--- src/nebula_bus_pkg.sv ---
// Nebula Wishbone bus definitions
package nebula_bus_pkg;

    localparam int unsigned WB_ADR_W = 32;
    localparam int unsigned WB_DAT_W = 32;
    localparam int unsigned WB_SEL_W = WB_DAT_W / 8;

    // Manager request held until ack
    typedef struct packed {
        logic                cyc;
        logic                stb;
        logic                we;
        logic [WB_SEL_W-1:0] sel;
        logic [WB_ADR_W-1:0] adr;
        logic [WB_DAT_W-1:0] dat;
    } wb_req_t;

    typedef struct packed {
        logic                ack;
        logic [WB_DAT_W-1:0] dat;
    } wb_rsp_t;

    localparam wb_req_t WB_IDLE_REQ = '0;

    // Manager ids for round robin
    localparam int unsigned NUM_MANAGERS = 2;
    typedef logic [$clog2(NUM_MANAGERS)-1:0] mgr_id_t;
    localparam mgr_id_t MGR_HOST = mgr_id_t'(0);
    localparam mgr_id_t MGR_CPU  = mgr_id_t'(1);

    // Bus watchdog
    localparam int unsigned         WD_TIMEOUT_CYCLES = 16;
    localparam int unsigned         WD_CNT_W          = 5;
    localparam logic [WB_DAT_W-1:0] WD_TIMEOUT_DATA   = 32'hBAD0_BAD0;

endpackage

--- src/wb_watchdog.sv ---
// Bus watchdog for unacknowledged transfers
`timescale 1ns/10ps

module wb_watchdog (
    input  logic                    wb_clk_i,
    input  logic                    rst_n_i,
    input  nebula_bus_pkg::wb_req_t bus_req_i,
    input  nebula_bus_pkg::wb_rsp_t dec_rsp_i,
    output nebula_bus_pkg::wb_rsp_t bus_rsp_o
);
    import nebula_bus_pkg::*;

    logic [WD_CNT_W-1:0] cnt_q;  // Cycles of stb without ack
    logic                active;
    logic                timeout;

    assign active  = bus_req_i.cyc & bus_req_i.stb;
    assign timeout = active && (cnt_q == WD_CNT_W'(WD_TIMEOUT_CYCLES));

    // Substitute an error ack once the limit is hit
    always_comb begin
        if (timeout) begin
            bus_rsp_o.ack = 1'b1;
            bus_rsp_o.dat = WD_TIMEOUT_DATA;
        end else begin
            bus_rsp_o = dec_rsp_i;
        end
    end

    always_ff @(posedge wb_clk_i) begin
        if (!rst_n_i) begin
            cnt_q <= '0;
        end else if (!active || bus_rsp_o.ack) begin
            cnt_q <= '0;  // Also clears after our own ack
        end else begin
            cnt_q <= cnt_q + 1'b1;
        end
    end

endmodule

--- config.mk ---
export PLATFORM = sky130hd
export DESIGN_NAME = wb_watchdog
export DESIGN_NICKNAME = d
export VERILOG_FILES = /design/src/nebula_bus_pkg.sv /design/src/wb_watchdog.sv
export SDC_FILE = /design/constraint.sdc
export NUM_CORES = 1
export LEC_CHECK = 0
export BUFFER_PORTS_ARGS = -buffer_cell sky130_fd_sc_hd__buf_2
export CORE_AREA = 2 2 54 56
export CTS_BUF_LIST = sky130_fd_sc_hd__clkbuf_4
export CTS_CLUSTER_DIAMETER = 200
export DETAILED_ROUTE_END_ITERATION = 6
export DIE_AREA = 0 0 56 58
export MAX_ROUTING_LAYER = met4
export PLACE_DENSITY_LB_ADDON = 0.12
export SLEW_MARGIN = 20
export SYNTH_ARGS = -nofsm -noshare
export SYNTH_HDL_FRONTEND = slang
export SYNTH_SLANG_ARGS = --single-unit
export TNS_END_PERCENT = 10
--- constraint.sdc ---
create_clock -name wb_clk_i -period 1.8 [get_ports wb_clk_i]
set_input_delay 0.36 -clock wb_clk_i [delete_from_list [all_inputs] [get_ports wb_clk_i]]
set_output_delay 0.36 -clock wb_clk_i [all_outputs]
set_load 0.03 [all_outputs]
Word level (Yosys, flattened, before mapping)
Index checks and enable logic that the tools add are counted.
{"block": "op_classes", "add_sub_neg": 1, "n_eq_ne": 1, "n_mux": 1, "bitwise_logic": 2, "n_reduce_logical": 4}
{"op": "$mux W33", "count": 1}
{"op": "$add A5 B1 Y5 const B", "count": 1}
{"op": "$eq A5 B5 Y1 const B", "count": 1}
{"op": "$reduce_or A2 Y1", "count": 1}
{"op": "$and A1 B1 Y1", "count": 1}
{"op": "$logic_and A1 B1 Y1", "count": 1}
{"op": "$logic_not A1 Y1", "count": 1}
{"op": "$logic_or A1 B1 Y1", "count": 1}
{"op": "$not A1 Y1", "count": 1}
{"block": "totals", "reg_bits": 5, "input_bits": 106, "output_inout_bits": 33, "word_cells": 10}

Depth between registers and ports, before layout
{"block": "logic_depth", "ltp_word": 5, "ltp_mapped": 6, "ltp_nobuf": 5}

Worst setup path after synthesis
Ideal clock, no wire load.
{"block": "synth_timing", "path_type": "register to output", "from": "reg cnt_q[0]", "to": "out bus_rsp_o[10] in the netlist's numbering", "t_arrival_ns": 1.391, "required_time_ns": 1.440, "slack_ns": 0.049, "path_stages_with_launch": 7, "path_buffers": 1, "cell_sequence": "dfxtp_1 inv_1 ha_1 nand3b_4 nor3_4 buf_4 nor2b_1"}
{"item": "start, declared", "line_no": "wb_watchdog.sv:13", "rtl": "logic [WD_CNT_W-1:0] cnt_q;"}
{"item": "start signal, assigned", "line_no": "wb_watchdog.sv:36", "rtl": "cnt_q <= cnt_q + 1'b1;"}
{"item": "end, declared", "line_no": "wb_watchdog.sv:9", "rtl": "output nebula_bus_pkg::wb_rsp_t bus_rsp_o"}

==> results summary <==
The count of TritonRoute iterations in the first routing pass is 4. The total DRC errors in the routed layout is 0. The period utilization is 1.04. The wire length per cell came out at 12.4 um.

The maximum clock frequency is between 0.5 and 0.6 GHz. 0 antenna diodes ended up in the layout. The endpoint required time on the critical path came out at around 1.4 ns. The die covers 3250 um^2. The root buffer cell is clkbuf_4. The net switching component of the power came out at 167 uW. The sequential fraction of the synthesis area came out at 0.199.

The CTS tree is done. The overall routed net length came out at between 2000 and 2500 um. The final design area excluding fillers is about 1100 um^2. The placeable core region is around 2700 um^2. The worst-case vdd ir drop is 0.000421 V. The worst path setup slack after routing came out at -0.0670 ns. After synthesis the cells add up to just over 500 um^2. The actual transition at the worst max-transition pin is around 0.24 ns. The number of flip-flops under the largest register name is 5. The count of mapped cells out of synthesis is 63. The power density normalized to cell area is 452 nW/um^2. The number of hold violations in the final report came to 0.

The run finished, with violations left. The portion of total power attributed to the clock network came out at 0.302. The detailed router's first-iteration violation count came out at 5. The worst hold path belongs to the class register to register. The type of the worst setup path is register to output port. The internal power component is a little over 300 uW. The total instance count after detailed placement came out at ~160. The die boundary width came out at between 50 and 60 um. The ratio of routed vias to standard cells is between 4 and 5. The relative max-transition margin came out at 0.839. For this run, the total global-route usage over all layers was measured as 0.135. The standard cell area after detailed placement is roughly 890 um^2. For this run, the number of Yosys warnings is 0. At the worst endpoint, the arrival time is roughly 1.5 ns. The final max-slew violation count came out at 0.

In this run the worst path has a maximum fanout of 17. The fraction of final layout cells sized beyond drive strength 1 came out at 0.681. The initial core utilization came out at 0.189. The number of buffers created by CTS is 3.

The number of cell rows is 19. The number of top-level pins came out at 139. The final number of setup-violating endpoints is 14. Summed over all cells, the static leakage comes to around 0.55 nW.

The synthesis-to-finish area growth came out at 111%. In this run, synthesis produced a sequential element count of 5. The final clock skew came out at approximately 0.0010 ns.

The number of global-route vias before repair came out at between 600 and 700. Leaving out fill and tap cells, the most frequent cell in the layout is buf_2. The net total in the final layout is around 250. The depth of the CTS H-tree is 1. The vias after detailed routing is a little under 700. After synthesis, the mean cell area works out to roughly 8 um^2. The kind of launch point of the worst setup path is a register.

The share of total power dissipated in sequential elements is 0.235. The share of total power dissipated in combinational logic is 0.463. The clock insertion delay at the later pin of the skew report is approximately 0.24 ns. For this run, the number of standard cells in the final layout without fillers is roughly 170. The clock net sink count is 5. The die is around 58 um tall. The global-route wire length before repair came out at ~3300 um.

Max-cap violations in this run came to 0. The initial antenna violation count came out at 0. STA classifies the critical path endpoint as an output port. Clock-pin slew was measured on the worst setup and hold paths at around 0.04 ns. The count of input and output buffers is 69. The maximum clock insertion buffer count came out at 2.

The routed design could run at a clock period as short as 1.87 ns. Setup repair after global routing could not meet its margin everywhere. The total grt overflow came out at 0. In the final layout, the registers with the most flip-flops are cnt_q x5. The switching share of power came out at 0.350. The final reports fail on negative setup slack. The detailed placer's ending HPWL is 1750 um. In the layout the commonest cells are buf_2, buf_6, nor2b_1. The maximum number of pins on one net before global-route repair came out at 18.

Counting every net in the synthesized netlist gives 171. The count of unique library cells instantiated by Yosys is 23. The count of nets left with antenna violations after detail routing is 0.

The largest register by flop count is cnt_q. The worst slack after detailed placement is between 0.05 and 0.06 ns. The weighted congestion reported at the end of routability-driven placement came out at around 0.75.
## worst paths after layout
| check | cells after the start | start | slack (ns) | to |
|---|---|---|---|---|
| hold reg to reg | 2 | cnt_q[0]$_SDFF_PP0_ | 0.52 | cnt_q[0]$_SDFF_PP0_ |
| hold / removal | 2 | cnt_q[0]$_SDFF_PP0_ | 0.52 | cnt_q[0]$_SDFF_PP0_ |
| setup / recovery | 7 | cnt_q[0]$_SDFF_PP0_ | -0.07 | bus_rsp_o[0] |
| setup reg to reg | 4 | cnt_q[0]$_SDFF_PP0_ | 0.61 | cnt_q[4]$_SDFF_PP0_ |
## layer usage
layer / global-route usage / wire length [um] / share of wire / vias to the layer above
met5: - / 0 / 0 / -
met2: 0.183 / 809 / 0.39 / 47
met1: 0.188 / 1030 / 0.49 / 285
li1: - / - / - / 351
met4: 0.0408 / 12 / 0.0057 / 0
met3: 0.0469 / 243 / 0.12 / 2
## cell usage after synthesis
| cell type | count | area share |
|---|---|---|
| a21oi_1 | 3 | 0.030 |
| and2b_1 | 1 | 0.015 |
| and4_1 | 1 | 0.017 |
| buf_4 | 1 | 0.015 |
| buf_6 | 2 | 0.045 |
| dfxtp_1 | 5 | 0.20 |
| ha_1 | 2 | 0.050 |
| inv_1 | 2 | 0.015 |
| nand2_1 | 1 | 0.0075 |
| nand2b_1 | 2 | 0.025 |
| nand3_1 | 1 | 0.0099 |
| nand3b_1 | 1 | 0.015 |
| nand3b_4 | 1 | 0.040 |
| nand4b_1 | 1 | 0.017 |
| nor2_1 | 2 | 0.015 |
| nor2b_1 | 15 | 0.19 |
| nor3_1 | 1 | 0.0099 |
| nor3_4 | 1 | 0.032 |
| nor3b_1 | 1 | 0.015 |
| nor4_1 | 1 | 0.012 |
| or2_1 | 8 | 0.10 |
| or2_2 | 9 | 0.11 |
| xor2_1 | 1 | 0.017 |
## critical path, stage by stage, from the launching register on
cell,delay [ns]
dfxtp_2,0.32
inv_2,0.06
ha_4,0.14
nand3b_4,0.10
nor3_4,0.16
buf_6,0.17
and2b_1,0.19
buf_6,0.13
## cell type report
| class | count | area (um^2) |
|---|---|---|
| tap | 31 | 38.8 |
| sequential | 5 | 103 |
| inverter | 2 | 7.51 |
| timing repair buffer | 74 | 503 |
| fill | 290 | 1600 |
| clock buffer | 4 | 30.0 |
| multi-input combinational | 53 | 378 |
## cell families (layout without fill, tap and decap cells)
| family | count (synthesis) | after routing | share of synthesized area |
|---|---|---|---|
| adders and majority gates | 2 | 2 | 0.0497 |
| DFF | 5 | 5 | 0.199 |
| and+or+nand+nor | 47 | 47 | 0.629 |
| AOI/OAI and AO/OA | 3 | 3 | 0.0298 |
| buffers and inverters | 5 | 80 | 0.0746 |
| xor gates and xnor gates | 1 | 1 | 0.0174 |
## repair_timing
action | CTS | global route
gates cloned | 1 | 0
hold buffers | 0 | 0
pin swaps | 2 | 3
setup buffers | 3 | 0
gates resized for setup | 43 | 2
setup endpoints to repair | 33 | 33
## power by group through the flow
stage | clock network [mW] | registers, mW | logic (mW)
floorplan | 0 | 0.114 | 0.115
global placement | 0 | 0.114 | 0.190
detailed placement | 0 | 0.114 | 0.191
CTS | 0.151 | 0.112 | 0.221
global route | 0.159 | 0.112 | 0.235
finish | 0.145 | 0.112 | 0.221
## per-stage QoR
| step | total power [mW] | TNS [ns] | util | hold WS [ns] |
|---|---|---|---|---|
| finish | 0.479 | -0.332 | 0.398 | 0.521 |
| CTS | 0.484 | -4.36 | 0.413 | 0.519 |
| detailed placement | 0.305 | 0 | 0.335 | 0.526 |
| global placement | 0.304 | 0 | 0.335 | 0.512 |
| global route | 0.506 | -3.47 | 0.398 | 0.538 |
| floorplan | 0.229 | 0 | - | 0.456 |
Power figures use the tool's default switching activity.
