===== src/nebula_bus_pkg.sv =====
// Nebula Wishbone bus definitions
package nebula_bus_pkg;

    localparam int unsigned WB_ADR_W = 32;
    localparam int unsigned WB_DAT_W = 32;
    localparam int unsigned WB_SEL_W = WB_DAT_W / 8;

    // Manager request held until ack
    typedef struct packed {
        logic                cyc;
        logic                stb;
        logic                we;
        logic [WB_SEL_W-1:0] sel;
        logic [WB_ADR_W-1:0] adr;
        logic [WB_DAT_W-1:0] dat;
    } wb_req_t;

    typedef struct packed {
        logic                ack;
        logic [WB_DAT_W-1:0] dat;
    } wb_rsp_t;

    localparam wb_req_t WB_IDLE_REQ = '0;

    // Manager ids for round robin
    localparam int unsigned NUM_MANAGERS = 2;
    typedef logic [$clog2(NUM_MANAGERS)-1:0] mgr_id_t;
    localparam mgr_id_t MGR_HOST = mgr_id_t'(0);
    localparam mgr_id_t MGR_CPU  = mgr_id_t'(1);

    // Bus watchdog
    localparam int unsigned         WD_TIMEOUT_CYCLES = 16;
    localparam int unsigned         WD_CNT_W          = 5;
    localparam logic [WB_DAT_W-1:0] WD_TIMEOUT_DATA   = 32'hBAD0_BAD0;

endpackage


===== src/nebula_map_pkg.sv =====
// Nebula address map and team output types
package nebula_map_pkg;

    localparam int unsigned NUM_TEAMS  = 4;
    localparam int unsigned TEAM_SEL_W = 3;
    localparam int unsigned TEAM_IDX_W = $clog2(NUM_TEAMS);

    // Region field sits in address bits 15..12
    localparam int unsigned REGION_LSB = 12;
    localparam int unsigned REGION_W   = 4;
    typedef logic [REGION_W-1:0] region_t;

    localparam region_t REGION_SRAM = region_t'(0);
    localparam region_t REGION_GPIO = region_t'(1);
    localparam region_t REGION_LA   = region_t'(2);

    localparam int unsigned SRAM_WORDS = 256;
    localparam int unsigned SRAM_ADR_W = $clog2(SRAM_WORDS);  // Word address from bit 2 up

    localparam int unsigned PAD_W = 38;
    localparam int unsigned LA_W  = 128;

    typedef struct packed {
        logic [PAD_W-1:0] out;
        logic [PAD_W-1:0] oeb;  // Active low output enable
    } gpio_pins_t;

    typedef logic [LA_W-1:0] la_word_t;

    localparam gpio_pins_t GPIO_DEFAULT = '{out: '0, oeb: '1};  // All pads as inputs
    localparam la_word_t   LA_DEFAULT   = '0;

    typedef gpio_pins_t [NUM_TEAMS-1:0] team_gpio_t;
    typedef la_word_t   [NUM_TEAMS-1:0] team_la_t;

endpackage


===== src/team_output_select.sv =====
// Team select register and output multiplexer
`timescale 1ns/10ps

module team_output_select #(
    parameter type      payload_t     = nebula_map_pkg::la_word_t,
    parameter payload_t DEFAULT_VALUE = '0,
    parameter type      team_arr_t    = payload_t [nebula_map_pkg::NUM_TEAMS-1:0]
) (
    input  logic                    wb_clk_i,
    input  logic                    rst_n_i,
    input  nebula_bus_pkg::wb_req_t req_i,
    output nebula_bus_pkg::wb_rsp_t rsp_o,
    input  team_arr_t               team_out_i,
    output payload_t                sel_out_o
);
    import nebula_bus_pkg::*;
    import nebula_map_pkg::*;

    logic [TEAM_SEL_W-1:0] sel_q;   // 0 means no team
    logic [TEAM_SEL_W-1:0] sel_m1;
    logic                  sel_valid;
    logic                  ack_q;
    logic                  access;
    logic                  wr_en;

    assign access = req_i.cyc & req_i.stb & ~ack_q;
    assign wr_en  = access & req_i.we & req_i.sel[0];  // Field lives in byte 0

    always_ff @(posedge wb_clk_i) begin
        if (!rst_n_i) begin
            sel_q <= '0;
            ack_q <= 1'b0;
        end else begin
            ack_q <= access;
            if (wr_en) begin
                sel_q <= req_i.dat[TEAM_SEL_W-1:0];
            end
        end
    end

    // Readback is the zero-extended select value
    assign rsp_o.ack = ack_q;
    assign rsp_o.dat = WB_DAT_W'(sel_q);

    // Select n drives team n-1
    assign sel_m1    = sel_q - 1'b1;
    assign sel_valid = (sel_q != '0) && (sel_q <= TEAM_SEL_W'(NUM_TEAMS));

    always_comb begin
        if (sel_valid) begin
            sel_out_o = team_out_i[sel_m1[TEAM_IDX_W-1:0]];
        end else begin
            sel_out_o = DEFAULT_VALUE;  // Out of range falls back too
        end
    end

endmodule


===== config.mk =====
export PLATFORM = sky130hd
export DESIGN_NAME = team_output_select
export DESIGN_NICKNAME = d
export VERILOG_FILES = /design/src/nebula_bus_pkg.sv /design/src/nebula_map_pkg.sv /design/src/team_output_select.sv
export SDC_FILE = /design/constraint.sdc
export NUM_CORES = 1
export LEC_CHECK = 0
export BUFFER_PORTS_ARGS = -buffer_cell sky130_fd_sc_hd__buf_2
export CAP_MARGIN = 10
export CELL_PAD_IN_SITES_DETAIL_PLACEMENT = 2
export CELL_PAD_IN_SITES_GLOBAL_PLACEMENT = 2
export CORE_AREA = 2 2 289 291
export CTS_CLUSTER_DIAMETER = 40
export CTS_CLUSTER_SIZE = 25
export DETAILED_ROUTE_END_ITERATION = 7
export DIE_AREA = 0 0 291 293
export GPL_ROUTABILITY_DRIVEN = 1
export PLACE_DENSITY_LB_ADDON = 0.1
export SETUP_SLACK_MARGIN = 0.3
export SLEW_MARGIN = 40
export SYNTH_ARGS = -nofsm -noshare
export SYNTH_HDL_FRONTEND = slang
export SYNTH_SLANG_ARGS = --single-unit

===== constraint.sdc =====
create_clock -name wb_clk_i -period 7.3 [get_ports wb_clk_i]
set_clock_uncertainty 0.15 [all_clocks]
set_input_delay 0.73 -clock wb_clk_i [delete_from_list [all_inputs] [get_ports wb_clk_i]]
set_output_delay 0.73 -clock wb_clk_i [all_outputs]
set_load 0.03 [all_outputs]

# Word level (Yosys, flattened, before mapping)
# Index checks and enable logic that the tools add are counted.
[op_classes] addsub=1 magnitude_cmp=2 muxes=3 bitwise_logic=5 n_reduce_logical=2
[ops] operator="binary-select mux 128 bit (select 2 bit)" count=1
[ops] operator="2-to-1 mux 128 bit" count=2
[ops] operator="bitwise AND 1 bit" count=4
[ops] operator="<= comparator 3 bit, second input constant" count=1
[ops] operator="less-than comparator 2 x 3 -> 1 bit, second input constant" count=1
[ops] operator="nonzero test 3 bit" count=1
[ops] operator="subtractor 2 x 1 -> 2 bit, second input constant" count=1
[ops] operator="logical AND 1 bit" count=1
[ops] operator="NOT 1 bit" count=1
[word_totals] reg_bits=4 inputBits=585 output_inout_bits=161 wordCells=15

# Logic depth before layout (Yosys ltp)
[depth] word_depth=4 ltp_mapped=9 depth_no_buf=4

# Worst setup path after synthesis
# OpenSTA, ideal clock, no wires.
[synth_timing] path_type="reg-to-output" startpoint="reg sel_q[0]" endpoint="out sel_out_o[24] (netlist bit)" arrival_ps=2534 required_time_ps=6420 slack_ps=3886 stages_incl_launch_ff=10 n_path_buf=5 path_cell_list="dfxtp_1 > buf_2 > buf_6 > buf_6 > inv_1 > ha_1 > buf_2 > buf_1 > mux4_2 > nor2b_1"
[synth_lines] item="start: declaration" line="team_output_select.sv:19" text="logic [TEAM_SEL_W-1:0] sel_q;"
[synth_lines] item="start signal: assignment" line="team_output_select.sv:36" text="sel_q <= req_i.dat[TEAM_SEL_W-1:0];"
[synth_lines] item="end: declaration" line="team_output_select.sv:14" text="output payload_t sel_out_o"

==> impl_metrics.toml <==
[critical_path]
path_max_fanout = 39
reg2reg_depth = 3
setup.worst_path.end_class = "primary output"
crit_required_ns = 6.42
path_class = "flop to primary output"
slowest_stage = "dfxtp_4"
r2r-start = "sel_q[0]"
slowest_delay_ns = 0.60
reg2reg_to = "sel_q[0]"
cp.arrival_ns = 3.25
cp-start-kind = "flop"
worstPathCellList = "inv_1 -> ha_4 -> buf_12 -> buf_4 -> mux4_2 -> nor2b_1 -> buf_2"
regToRegSetupSlack_ns = 5.85

[clocking]
hold_buffers = 0
cts.clk_slew.worst_paths_ns = 0.04
clock_latency_ns = 0.23
cts_setup_buffers = 0
htree_levels = 1
cts_sinks = 4
numCtsBuffers = 3
cts_root_buf = "clkbuf_16"
cts_tree = "built"
cts_resized = 0
clk_path_buf_depth = 2

[sta]
worstMarginPinSlew_ns = 0.742
setup_viol = 0
finalHoldViolations = 0
fmax_ghz = 0.242
finalSetupTns_ns = 0
slew_violations = 0
slew_headroom_pct = 50.5
fin_crit_ns = 4.13
period_share_pct = 56.5
rsz0062_at_grt = "false"

[yosys]
ys_ff_latch = 4
yosys.cell_types.count = 16
avgSynthCellArea_um2 = 12.4
synthesis.area_um2 = 4360
seq_area_frac_synth_pct = 1.84
yosysWarnings = 0
syn_inst = 351

[routing]
num_vias = 5745
drcViolationCount = 0
wl_um = 38900
drt_iter0_markers = 87
ant_nets = 0
first_pass_iters = 4
wl_per_cell_um = 19.0
via_per_inst = 2.81

[cells_and_area]
nNetsFinal = 1561
final_cell_area_um2 = 8830
area_growth_pct = 103
fin_util_pct = 10.8
fillers = 9719
drive_above_1_share_pct = 81.9
final_cells = 2047

[power]
ir_worst_vdd_v = 0.0000647
finalPower_w = 0.000525
switching_share_pct = 40.6
combPwrFrac_pct = 78.3
power.leakage_nw = 3.91
pwr-share-seq_pct = 4.6
p_int_w = 0.000312
power_switching_w = 0.000213
cellPowerDensity_nw_per_um2 = 59.4
clock_power_share_pct = 17.1

[floorplanning]
die_w_um = 291
io_pins = 746
rows = 105
die_h_um = 293
start_util_pct = 5.33
coreArea_um2 = 81800
die_area_um2 = 85300

[global_routing]
grt_pass1_vias = 6716
grt_pass1_wl_um = 53400
grt_overflow = 0
antenna_found_initial = 11
grt_use_total_pct = 8.68
grt_max_degree = 45

[job]
cap_violations = 0

[place]
place_hpwl_um = 34700
place.gp.congestion = 0.737
io_buffers = 652
postPlaceCellArea_um2 = 8750
dp_cells = 2040

[worst_hold_path]
hold_depth = 1
holdCritStartpoint = "ack_q"
whs_endpoint = "ack_q"
hp-class = "flop to flop"

[outcome]
status = "finished, final reports clean"
==> placed cells by master (no fill, tap or decap) <==
master     count
ha_4           1
dfxtp_4        1
mux4_2       128
buf_12         2
buf_6          2
nand2_1        8
clkbuf_16      3
dfxtp_1        3
xor2_4         1
buf_8          2
nor3_1         1
buf_2        652
mux2i_1        3
nor3b_1        1
inv_1          2
diode_2        3
clkbuf_1       1
nor2b_1      128
buf_4          6
conb_1        29
==> power groups by stage <==
stage / registers [W] / clock network, W / logic (W)
CTS: 0.0000243 / 0.0000908 / 0.000425
floorplan: 0.0000239 / 0 / 0.000226
global route: 0.0000245 / 0.0000946 / 0.000448
finish: 0.0000241 / 0.0000899 / 0.000411
detailed placement: 0.0000246 / 0 / 0.000424
global placement: 0.0000246 / 0 / 0.000418
==> worst max-delay path by stage <==
stage,startpoint,endpoint,slack (ns),depth (start not counted)
final,sel_q[0],sel_out_o[57],3.17,7
after global routing,sel_q[0],sel_out_o[65],2.93,7
after CTS,sel_q[0],sel_out_o[52],3.04,7
after detailed placement,sel_q[0],sel_out_o[52],3.28,7
after global placement,sel_q[0],sel_out_o[43],2.96,6
after floorplan,sel_q[0],sel_out_o[24],3.89,9
==> worst max-delay path, delay by kind of cell (launching register included) <==
family	cells	cell delay [ns]
buffers and inverters	4	1.14
DFF	1	0.60
adders and majority gates	1	0.58
muxes	1	0.43
and+or+nand+nor	1	0.14
==> stage by stage <==
| stage | hold slack [ns] | setup WS [ns] |
|---|---|---|
| final | 0.291 | 3.17 |
| after global routing | 0.347 | 2.93 |
| after CTS | 0.299 | 3.04 |
| after detailed placement | 0.294 | 3.28 |
| after global placement | 0.289 | 2.96 |
| after floorplan | 0.271 | 3.89 |
==> cells by family after synthesis <==
family / after synthesis / share of synthesized area (%)
XOR/XNOR: 1 / 0.201
multiplexers: 131 / 66.8
AND/OR/NAND/NOR: 138 / 19.3
flip-flops: 4 / 1.84
buffers and inverters: 75 / 11.4
other: 1 / 0.0860
adder cells (fa/ha/maj): 1 / 0.287
==> routing by layer <==
metal  track usage (%)  part of all wire [%]  wire length, um
met1              9.03                    35            13700
met2              17.6                    57            22200
met3              2.56                   7.2             2800
met4             0.645                  0.36              139
met5                 0                  0.23               89
==> layout make-up <==
| class | count | area [um^2] | area share, % |
|---|---|---|---|
| inverter | 2 | 7.51 | 0.0850 |
| sequential | 4 | 83.8 | 0.949 |
| tap | 1070 | 1340 | 15.2 |
| clock buffer | 4 | 78.8 | 0.892 |
| antenna | 3 | 7.51 | 0.0850 |
| timing repair buffer | 664 | 3400 | 38.5 |
| multi-input combinational | 300 | 3920 | 44.3 |
==> cells in the mapped netlist, drive strengths merged <==
library cell  number  area share [%]
inv                2            0.17
mux2i              3            0.69
nor3b              1            0.17
ha                 1            0.29
nor2b            128              18
mux4             128              66
nand2              8            0.69
nor3               1            0.11
conb               1           0.086
xor2               1            0.20
dfxtp              4             1.8
clkbuf            14             1.2
buf               59              10
==> state kept, by name, summed over array words and instances (netlist names) <==
name	flops
ack_q	1
sel_q	3
No activity file was read; power rests on OpenSTA's default activity.
