File: src/nebula_bus_pkg.sv
// Nebula Wishbone bus definitions
package nebula_bus_pkg;

    localparam int unsigned WB_ADR_W = 32;
    localparam int unsigned WB_DAT_W = 32;
    localparam int unsigned WB_SEL_W = WB_DAT_W / 8;

    // Manager request held until ack
    typedef struct packed {
        logic                cyc;
        logic                stb;
        logic                we;
        logic [WB_SEL_W-1:0] sel;
        logic [WB_ADR_W-1:0] adr;
        logic [WB_DAT_W-1:0] dat;
    } wb_req_t;

    typedef struct packed {
        logic                ack;
        logic [WB_DAT_W-1:0] dat;
    } wb_rsp_t;

    localparam wb_req_t WB_IDLE_REQ = '0;

    // Manager ids for round robin
    localparam int unsigned NUM_MANAGERS = 2;
    typedef logic [$clog2(NUM_MANAGERS)-1:0] mgr_id_t;
    localparam mgr_id_t MGR_HOST = mgr_id_t'(0);
    localparam mgr_id_t MGR_CPU  = mgr_id_t'(1);

    // Bus watchdog
    localparam int unsigned         WD_TIMEOUT_CYCLES = 16;
    localparam int unsigned         WD_CNT_W          = 5;
    localparam logic [WB_DAT_W-1:0] WD_TIMEOUT_DATA   = 32'hBAD0_BAD0;

endpackage

File: src/nebula_map_pkg.sv
// Nebula address map and team output types
package nebula_map_pkg;

    localparam int unsigned NUM_TEAMS  = 4;
    localparam int unsigned TEAM_SEL_W = 3;
    localparam int unsigned TEAM_IDX_W = $clog2(NUM_TEAMS);

    // Region field sits in address bits 15..12
    localparam int unsigned REGION_LSB = 12;
    localparam int unsigned REGION_W   = 4;
    typedef logic [REGION_W-1:0] region_t;

    localparam region_t REGION_SRAM = region_t'(0);
    localparam region_t REGION_GPIO = region_t'(1);
    localparam region_t REGION_LA   = region_t'(2);

    localparam int unsigned SRAM_WORDS = 256;
    localparam int unsigned SRAM_ADR_W = $clog2(SRAM_WORDS);  // Word address from bit 2 up

    localparam int unsigned PAD_W = 38;
    localparam int unsigned LA_W  = 128;

    typedef struct packed {
        logic [PAD_W-1:0] out;
        logic [PAD_W-1:0] oeb;  // Active low output enable
    } gpio_pins_t;

    typedef logic [LA_W-1:0] la_word_t;

    localparam gpio_pins_t GPIO_DEFAULT = '{out: '0, oeb: '1};  // All pads as inputs
    localparam la_word_t   LA_DEFAULT   = '0;

    typedef gpio_pins_t [NUM_TEAMS-1:0] team_gpio_t;
    typedef la_word_t   [NUM_TEAMS-1:0] team_la_t;

endpackage

File: src/wb_decoder.sv
// Wishbone address decoder for the nebula peripherals
`timescale 1ns/10ps

module wb_decoder (
    input  nebula_bus_pkg::wb_req_t bus_req_i,
    output nebula_bus_pkg::wb_req_t sram_req_o,
    output nebula_bus_pkg::wb_req_t gpio_req_o,
    output nebula_bus_pkg::wb_req_t la_req_o,
    input  nebula_bus_pkg::wb_rsp_t sram_rsp_i,
    input  nebula_bus_pkg::wb_rsp_t gpio_rsp_i,
    input  nebula_bus_pkg::wb_rsp_t la_rsp_i,
    output nebula_bus_pkg::wb_rsp_t dec_rsp_o
);
    import nebula_bus_pkg::*;
    import nebula_map_pkg::*;

    region_t region;
    logic    hit_sram;
    logic    hit_gpio;
    logic    hit_la;

    // Only the selected peripheral sees cyc and stb
    function automatic wb_req_t gate_req(input wb_req_t req, input logic hit);
        wb_req_t gated;
        gated     = req;
        gated.cyc = req.cyc & hit;
        gated.stb = req.stb & hit;
        return gated;
    endfunction

    assign region   = bus_req_i.adr[REGION_LSB +: REGION_W];
    assign hit_sram = (region == REGION_SRAM);
    assign hit_gpio = (region == REGION_GPIO);
    assign hit_la   = (region == REGION_LA);

    assign sram_req_o = gate_req(bus_req_i, hit_sram);
    assign gpio_req_o = gate_req(bus_req_i, hit_gpio);
    assign la_req_o   = gate_req(bus_req_i, hit_la);

    // Response mux back toward the arbiter
    always_comb begin
        case (region)
            REGION_SRAM: dec_rsp_o = sram_rsp_i;
            REGION_GPIO: dec_rsp_o = gpio_rsp_i;
            REGION_LA:   dec_rsp_o = la_rsp_i;
            default:     dec_rsp_o = '0;  // Unmapped so the watchdog ends it
        endcase
    end

endmodule

File: config.mk
export PLATFORM = sky130hd
export DESIGN_NAME = wb_decoder
export DESIGN_NICKNAME = d
export VERILOG_FILES = /design/src/nebula_bus_pkg.sv /design/src/nebula_map_pkg.sv /design/src/wb_decoder.sv
export SDC_FILE = /design/constraint.sdc
export NUM_CORES = 1
export LEC_CHECK = 0
export BUFFER_PORTS_ARGS = -buffer_cell sky130_fd_sc_hd__buf_2
export CAP_MARGIN = 0
export CORE_AREA = 3 3 163 165
export DETAILED_ROUTE_END_ITERATION = 10
export DIE_AREA = 0 0 166 168
export PLACE_DENSITY = 0.34
export SLEW_MARGIN = 5
export SYNTH_ARGS = -nofsm -noshare
export SYNTH_HDL_FRONTEND = slang
export SYNTH_SLANG_ARGS = --single-unit
File: constraint.sdc
create_clock -name vclk -period 3.35
set_input_delay 0.5025 -clock vclk [all_inputs]
set_output_delay 0.5025 -clock vclk [all_outputs]
set_load 0.01 [all_outputs]
### Word level (Yosys, flattened, before mapping)

Cells that the tools add are included.

| storage, ports and cells | value |
|---|---|
| word-level logic and storage cells | 10 |
| output and inout bits | 246 |
| flip-flop bits (word level) | 0 |
| bits of input ports | 170 |

| cells by class | value |
|---|---|
| equal/unequal tests | 2 |
| muxes and demuxes | 1 |
| reductions and logical operators | 1 |
| bitwise operators | 6 |

Operator list:

| kind | number |
|---|---|
| case mux 33 bit (3 select lines) | 1 |
| bitwise AND 1 bit | 6 |
| == test 4 x 1 -> 1 bit, second input constant | 1 |
| == test 4 x 2 -> 1 bit, second input constant | 1 |
| zero test 4 bit | 1 |

### Logic depth before layout (Yosys ltp)

Gate-level depths: netlist (run 1).

| depth | value |
|---|---|
| depth after elaboration | 2 |
| mapped depth | 4 |
| depth with buffers taken out | 2 |

### Worst setup path before layout (run 1)

No wires, ideal clock.

| timing | value |
|---|---|
| path type | input to output |
| start | input bus_req_i[44] in the netlist's numbering |
| end | output dec_rsp_o[0] in the netlist's numbering |
| data required time | 2.847 ns |
| slack | 1.470 ns |
| path buffers | 2 |
| cell stages on the path | 4 |
| arrival | 1.377 ns |
| path through | or3_1 -> buf_6 -> buf_6 -> o2bb2ai_1 |

RTL lines:

| what | line | RTL |
|---|---|---|
| from (decl) | wb_decoder.sv:5 | `input nebula_bus_pkg::wb_req_t bus_req_i,` |
| to (decl) | wb_decoder.sv:12 | `output nebula_bus_pkg::wb_rsp_t dec_rsp_o` |

==> metrics.md, run 1 <==
| Metric | Value |
|---|---|
| Slew Viols, Final | 0 |
| Status | finished clean |
| Fin Setup TNS | 0 ps |
| Worst hold path class | input port to output pin |
| Most used cell along the critical path | buf_2 |
| Worst-margin pin slew | approximately 810 ps |
| CP required | about 2900 ps |
| Die width | ~170 µm |
| Crit-path cells | buf_2 > or3_1 > buf_12 > o2bb2ai_1 > buf_2 |
| Worst-path fanout max | 19 |
| Initial antenna violation count | 1 |
| Initial Utilization | around a tenth |
| Syn nets | roughly 460 |
| Final setup fails | 0 |
| Sequential fraction of the synthesis area | 0% |
| Seq pwr share | 0% |
| Synth Instances | just under 300 |
| Global Route Usage Sum | 5.008% |
| Synth top area share | between 60% and 70% |
| Power share of the clock group | 0% |
| Vias per cell | approximately 2.7 |
| Final wirelength | around 7800 µm |
| Grt ovf | 0 |
| Critical path's slowest cell | or3_1 |
| CP startpoint kind | input port |
| Syn avg cell area | ~8 µm² |
| Wire per inst | approximately 14 µm |
| Post-CTS sizing | 0 |
| Area grow syn2layout | -17.30% |
| Worst Hold Depth | 0 |
| Die area | around 28000 µm² |
| Fmax | approximately 0.4 GHz |
| GP Congestion | slightly above 0.8 |
| Global-route wire length before repair | approximately 11000 µm |
| Vias in the first global route | about 1600 |
| Hold Path End | la_req_o[25] |
| Unique masters post-synth | 12 |
| Lkg Pwr | ~0.98 nW |
| Max incr delay on CP | about 700 ps |
| Post-CTS setup buffer count | 0 |
| Net Sw Power | just over 90 µW |
| I/O pins | between 400 and 500 |
| PwrDens | roughly 94 nW/µm² |
| Switching share of total power | between 40% and 50% |
| Class of the most critical setup path | input port to output pin |
| Hold_sp | bus_req_i[25] |
| Layout Nets | around 400 |
| Largest net degree at the start of global routing | 24 |
| Critical path arrival | a little under 2000 ps |
| RSZ-0062 raised after global routing | no |
| CTS Hold Buffers Added | 0 |
| Die Y | around 170 µm |
| Min Clock Period, post-route | approximately 2500 ps |
| Drt drc | 0 |
| Via count | between 1000 and 1500 |
| Worst IR Drop VDD | ~46 µV |
| Final hold violations | 0 |
| Hpwl dp | between 6000 and 7000 µm |
| Rel. slew slack | a little under half |
| ANT cells | 0 |
| IO buf count | approximately 160 |
| Share of post-route cells with drive strength above 1 | between 70% and 80% |
| Max-cap violations | 0 |
| Seq cells | 0 |
| Total core area | roughly 25000 µm² |
| Yosys warning count | 0 |
| Tcrit/Tclk final | 74.34% |
| Logic pwr share | 100.0% |
| Mapped cell area | 2380 µm² |
| Nature of the critical path endpoint | output pin |
| Crit path buf inv count | 3 |
| DRT iter0 DRCs | 46 |
| Std cell rows | a little under 60 |
| DRT Pass-1 Iters | 5 |
| Routed Antenna Nets | 0 |
| CP delay by family, top | simple AND/OR/NAND/NOR gates |
| Sequential cell area | 0 µm² |
| Final Core Density | roughly 7.8% |
| Internal | between 90 and 100 µW |
| # clk buffers | 0 |
| Top post-synthesis cells by area | buf_4 66%, mux2i_1 14%, o2bb2ai_1 11% |
| Area leader, netlist | buf_4 |
==> stage by stage <==
| step | worst slack [ps] | hold WS (ps) | power [mW] | instance area [µm²] | std cells |
|---|---|---|---|---|---|
| after detailed placement | 849.5 | 1005 | 0.1876 | 1968 | 565 |
| after CTS | 844.9 | 1005 | 0.1883 | 1968 | 565 |
| after global routing | 791.7 | 1005 | 0.2014 | 1968 | 565 |
| final | 859.6 | 1005 | 0.1845 | 1968 | 565 |
| after global placement | 835.5 | 1005 | 0.1883 | 1968 | 565 |
| after floorplan | 1470 | 1097 | 0.3287 | 2380 | 293 |
==> cells in the final DEF (no fill, tap or decap) <==
master	instances
nor3b_1	2
nor4b_4	1
o2bb2ai_2	4
buf_12	2
nor3_1	1
buf_4	2
or3_1	1
mux2i_1	33
and2_1	2
o2bb2ai_1	29
buf_2	156
and3_1	2
==> layer usage <==
metal  global-route usage [%]  up-vias  routed length, µm
met4                    4.340        2                741
met1                    4.631      613               2348
li1                         -      657                  -
met5                        0        -                 13
met3                    1.503       80                968
met2                    8.986      147               3698
==> cells in the mapped netlist (all sizes together) <==
| master | number |
|---|---|
| nor3b | 2 |
| mux2i | 33 |
| and3 | 2 |
| buf | 218 |
| o2bb2ai | 33 |
| nor4b | 1 |
| nor3 | 1 |
| or3 | 1 |
| and2 | 2 |
==> cell families after synthesis <==
family                 Yosys count  synth area share (%)
buffers and inverters          218                 69.77
AOI/OAI and AO/OA               33                 13.20
and+or+nand+nor                  9                 3.154
muxes                           33                 13.88
==> power groups by stage <==
stage	registers, mW	clock network (mW)	logic, mW
after floorplan	0	0	0.329
after global placement	0	0	0.188
after detailed placement	0	0	0.188
after CTS	0	0	0.188
after global routing	0	0	0.201
final	0	0	0.184
==> worst max-delay path by stage <==
| stage | start | to | cells past startpoint |
|---|---|---|---|
| after floorplan | bus_req_i[44] | dec_rsp_o[0] | 4 |
| after global placement | bus_req_i[44] | dec_rsp_o[10] | 5 |
| after detailed placement | bus_req_i[44] | dec_rsp_o[10] | 5 |
| after CTS | bus_req_i[44] | dec_rsp_o[10] | 5 |
| after global routing | bus_req_i[44] | dec_rsp_o[10] | 5 |
| final | bus_req_i[44] | dec_rsp_o[10] | 5 |
==> layout make-up <==
type	count	area [µm²]
Fill cell	2957	23210
Timing Repair Buffer	160	835.8
Multi-Input combinational cell	75	719.4
Tap cell	330	412.9
(Power assumes the default switching activity.)
==> run 2, diff against run 1 <==
- ABC_AREA: default -> 1
- CORE_AREA: 3 3 163 165 -> 3 3 160 162
- DIE_AREA: 0 0 166 168 -> 0 0 163 165
- PLACE_DENSITY: 0.34 -> 0.36
- clock period: 3.35 -> 2.1 ns (I/O delays scaled with it)
==> run 2 against run 1 <==
Against the previous run:
- sequential cell count stayed put
- design area rose by 2.5%
- global-route usage rose by 0.66 points
- die area is 3.6% lower
- worst hold slack lost 380 ps
- first-iteration DRC count is 24% higher
- area after synthesis rose by 2.4%
- combinational power grew 61%
- critical endpoint is now dec_rsp_o[14]
- sequential share of layout area unchanged
- cell count is 13% higher
==> metrics.md, run 2 <==
| Metric | Value |
|---|---|
| Vias in the first global route | 1888 (+17%) |
| Switching share of total power | 54.91% (+5.7 points) |
| Initial Utilization | 10.05% (+0.60 points) |
| Sequential fraction of the synthesis area | 0% (unchanged) |
| ANT cells | 0 (unchanged) |
| Yosys warning count | 0 (unchanged) |
| Placement Cell Area | 2018 µm² (+2.5%) |
| Status | finished clean |
| Xor/xnor cell area share of the yosys netlist | 0% (unchanged) |
| M2 GR Usage | 9.113% (+0.13 points) |
| M1 GR Usage | 5.716% (+1.1 points) |
| CP startpoint kind | input port |
| Via count | 1981 (+32%) |
| Sequential cell area | 0 µm² (unchanged) |
| Die width | 163 µm (-1.8%) |
| # clk buffers | 0 (unchanged) |
| Largest net degree at the start of global routing | 62 (+160%) |
| Synth Area in Simple Gates | 29.84% (+27 points) |
| Power share of the clock group | 0% (unchanged) |
| Layout Nets | 484 (+19%) |
| Top-count cell post-synth | buf_4 |
| PwrDens | 146.8 nW/µm² (+57%) |
| Worst-path fanout max | 41 (+22) |
| Adder-cell share of the synthesized area | 0% (unchanged) |
| Post-route insts no fill | 636 (+13%) |
| CTS Hold Buffers Added | 0 (unchanged) |
| Wire per inst | 13.76 µm (about the same) |
| Slew Viols, Final | 0 (unchanged) |
| Mapped cell area | 2436 µm² (+2.4%) |
| Seq cells | 0 (unchanged) |
| DRT iter0 DRCs | 57 (+24%) |
| Vias per cell | 3.115 (+17%) |
| Met3 usage | 2.157% (+0.65 points) |
| Critical path's slowest cell | buf_4 |
| Global-route wire length before repair | 11790 µm (+9.0%) |
| Nature of the critical path endpoint | output pin |
| Share of post-route cells with drive strength above 1 | 54.17% (-16 points) |
| Worst hold path class | input port to output pin |
| Total core area | 24250 µm² (-3.7%) |
| Global Route Usage Sum | 5.672% (+0.66 points) |
| Hold slack | 630.0 ps (-375.0 ps) |
| Lkg Pwr | 1.005 nW (+2.2%) |
| Worst-margin pin slew | 411.6 ps (-398.1 ps) |
| Placed Cells | 636 (+13%) |
| Proportion of synthesized area in mux cells | 0% (-14 points) |
| Most frequent cells in the layout | 156 x buf_2, 132 x nand3_1, 6 x nor2_1 |
| Post-CTS sizing | 0 (unchanged) |
| Hpwl dp | 7503 µm (+7.4%) |
| Max incr delay on CP | 370 ps (-340 ps) |
| Top post-synthesis cells by area | buf_4 66%, nand3_1 27%, buf_6 1.8% |
| Crit-path cells | buf_2 > nor2_4 > buf_4 > nand3_1 > nand3_1 > buf_2 |
| Die Y | 165 µm (-1.8%) |
| Final Core Density | 8.323% (+0.51 points) |
| Area leader, netlist | buf_4 |
| Syn nets | 546 (+18%) |
| IO buf count | 156 (unchanged) |
| Std cell rows | 57 (-1.7%) |
| Dpl ws | 334.0 ps (-515.5 ps) |
| Synth Instances | 376 (+28%) |
| Post-CTS setup buffer count | 0 (unchanged) |
| Internal | 133.6 µW (+43%) |
| Fin Setup TNS | 0 ps (unchanged) |
| Worst IR Drop VDD | 60.87 µV (+33%) |
| Grt ovf | 0 (unchanged) |
| Worst Hold Depth | 0 (unchanged) |
| Rel. slew slack | 72.56% (+27 points) |
| Class of the most critical setup path | input port to output pin |
| Final setup fails | 0 (unchanged) |
| Logic pwr share | 100.0% (about the same) |
| Post-route cell area | 2018 µm² (+2.5%) |
| Initial antenna violation count | 0 (-1) |
| Commonest non-fill, non-tap cell in the layout | buf_2 |
| Critical path arrival | 1410 ps (-580 ps) |
| Fmax | 0.5804 GHz |
| Die area | 26900 µm² (-3.6%) |
| Top Usage Layer GRT | met2 |
| DRT Pass-1 Iters | 4 (-1) |
| Largest family of logic cells by synthesized area | buffers and inverters |
| RSZ-0062 raised after global routing | no |
| I/O pins | 416 (unchanged) |
| Syn avg cell area | 6.479 µm² (-20%) |
| Final hold violations | 0 (unchanged) |
| Seq pwr share | 0% (unchanged) |
| GP Congestion | 0.6374 (-23%) |
| Total power | 296.3 µW (+61%) |
| Tcrit/Tclk final | 82.04% |
| Compound-cell area share of the yosys netlist | 0% (-13 points) |
| Max-cap violations | 0 (unchanged) |
| Area grow syn2layout | -17.15% |
| Min Clock Period, post-route | 1723 ps |
| Unique masters post-synth | 11 (-1) |
| Final wirelength | 8753 µm (+13%) |
| CP required | 1780 ps (-1070 ps) |
| Fin worst setup slack | 377.1 ps (-482.6 ps) |
| Routed Antenna Nets | 0 (unchanged) |
| Commonest cells in the netlist | 214 x buf_4, 132 x nand3_1, 7 x buf_2, 7 x nor2_1, 4 x buf_6 |
| Drt drc | 0 (unchanged) |
| Net Sw Power | 162.7 µW (+79%) |
| Synth top area share | 65.95% (-0.30 points) |
run 2: cell type report:
class                           count  area, µm²
Fill cell                        2942      22230
Tap cell                          324      405.4
Inverter                            4      15.01
Multi-Input combinational cell    145      739.5
Timing Repair Buffer              163      858.3
run 2: layer usage:
metal | up-vias | wire [µm]
met5 | - | 0
met4 | 0 | 893
met2 | 181 | 3910
met1 | 810 | 2735
li1 | 902 | -
met3 | 88 | 1214
run 2: final timing paths:
kind | from | end
hold / removal | bus_req_i[5] | gpio_req_o[5]
setup / recovery | bus_req_i[47] | dec_rsp_o[14]
run 2: power groups by stage:
stage	Sequential, mW	Clock, mW	Combinational (mW)
after floorplan	0	0	0.527
final	0	0	0.296
after CTS	0	0	0.306
after global placement	0	0	0.305
after global routing	0	0	0.333
after detailed placement	0	0	0.306
run 2: critical path: cells and delay by family:
kind,cells,cell delay (ps)
simple gates,3,410
buf+inv,3,640
run 2: cell families (layout without fill, tap and decap cells):
kind of cell / count (synthesis) / after routing
AND/OR/NAND/NOR: 145 / 145
buffers and inverters: 231 / 167
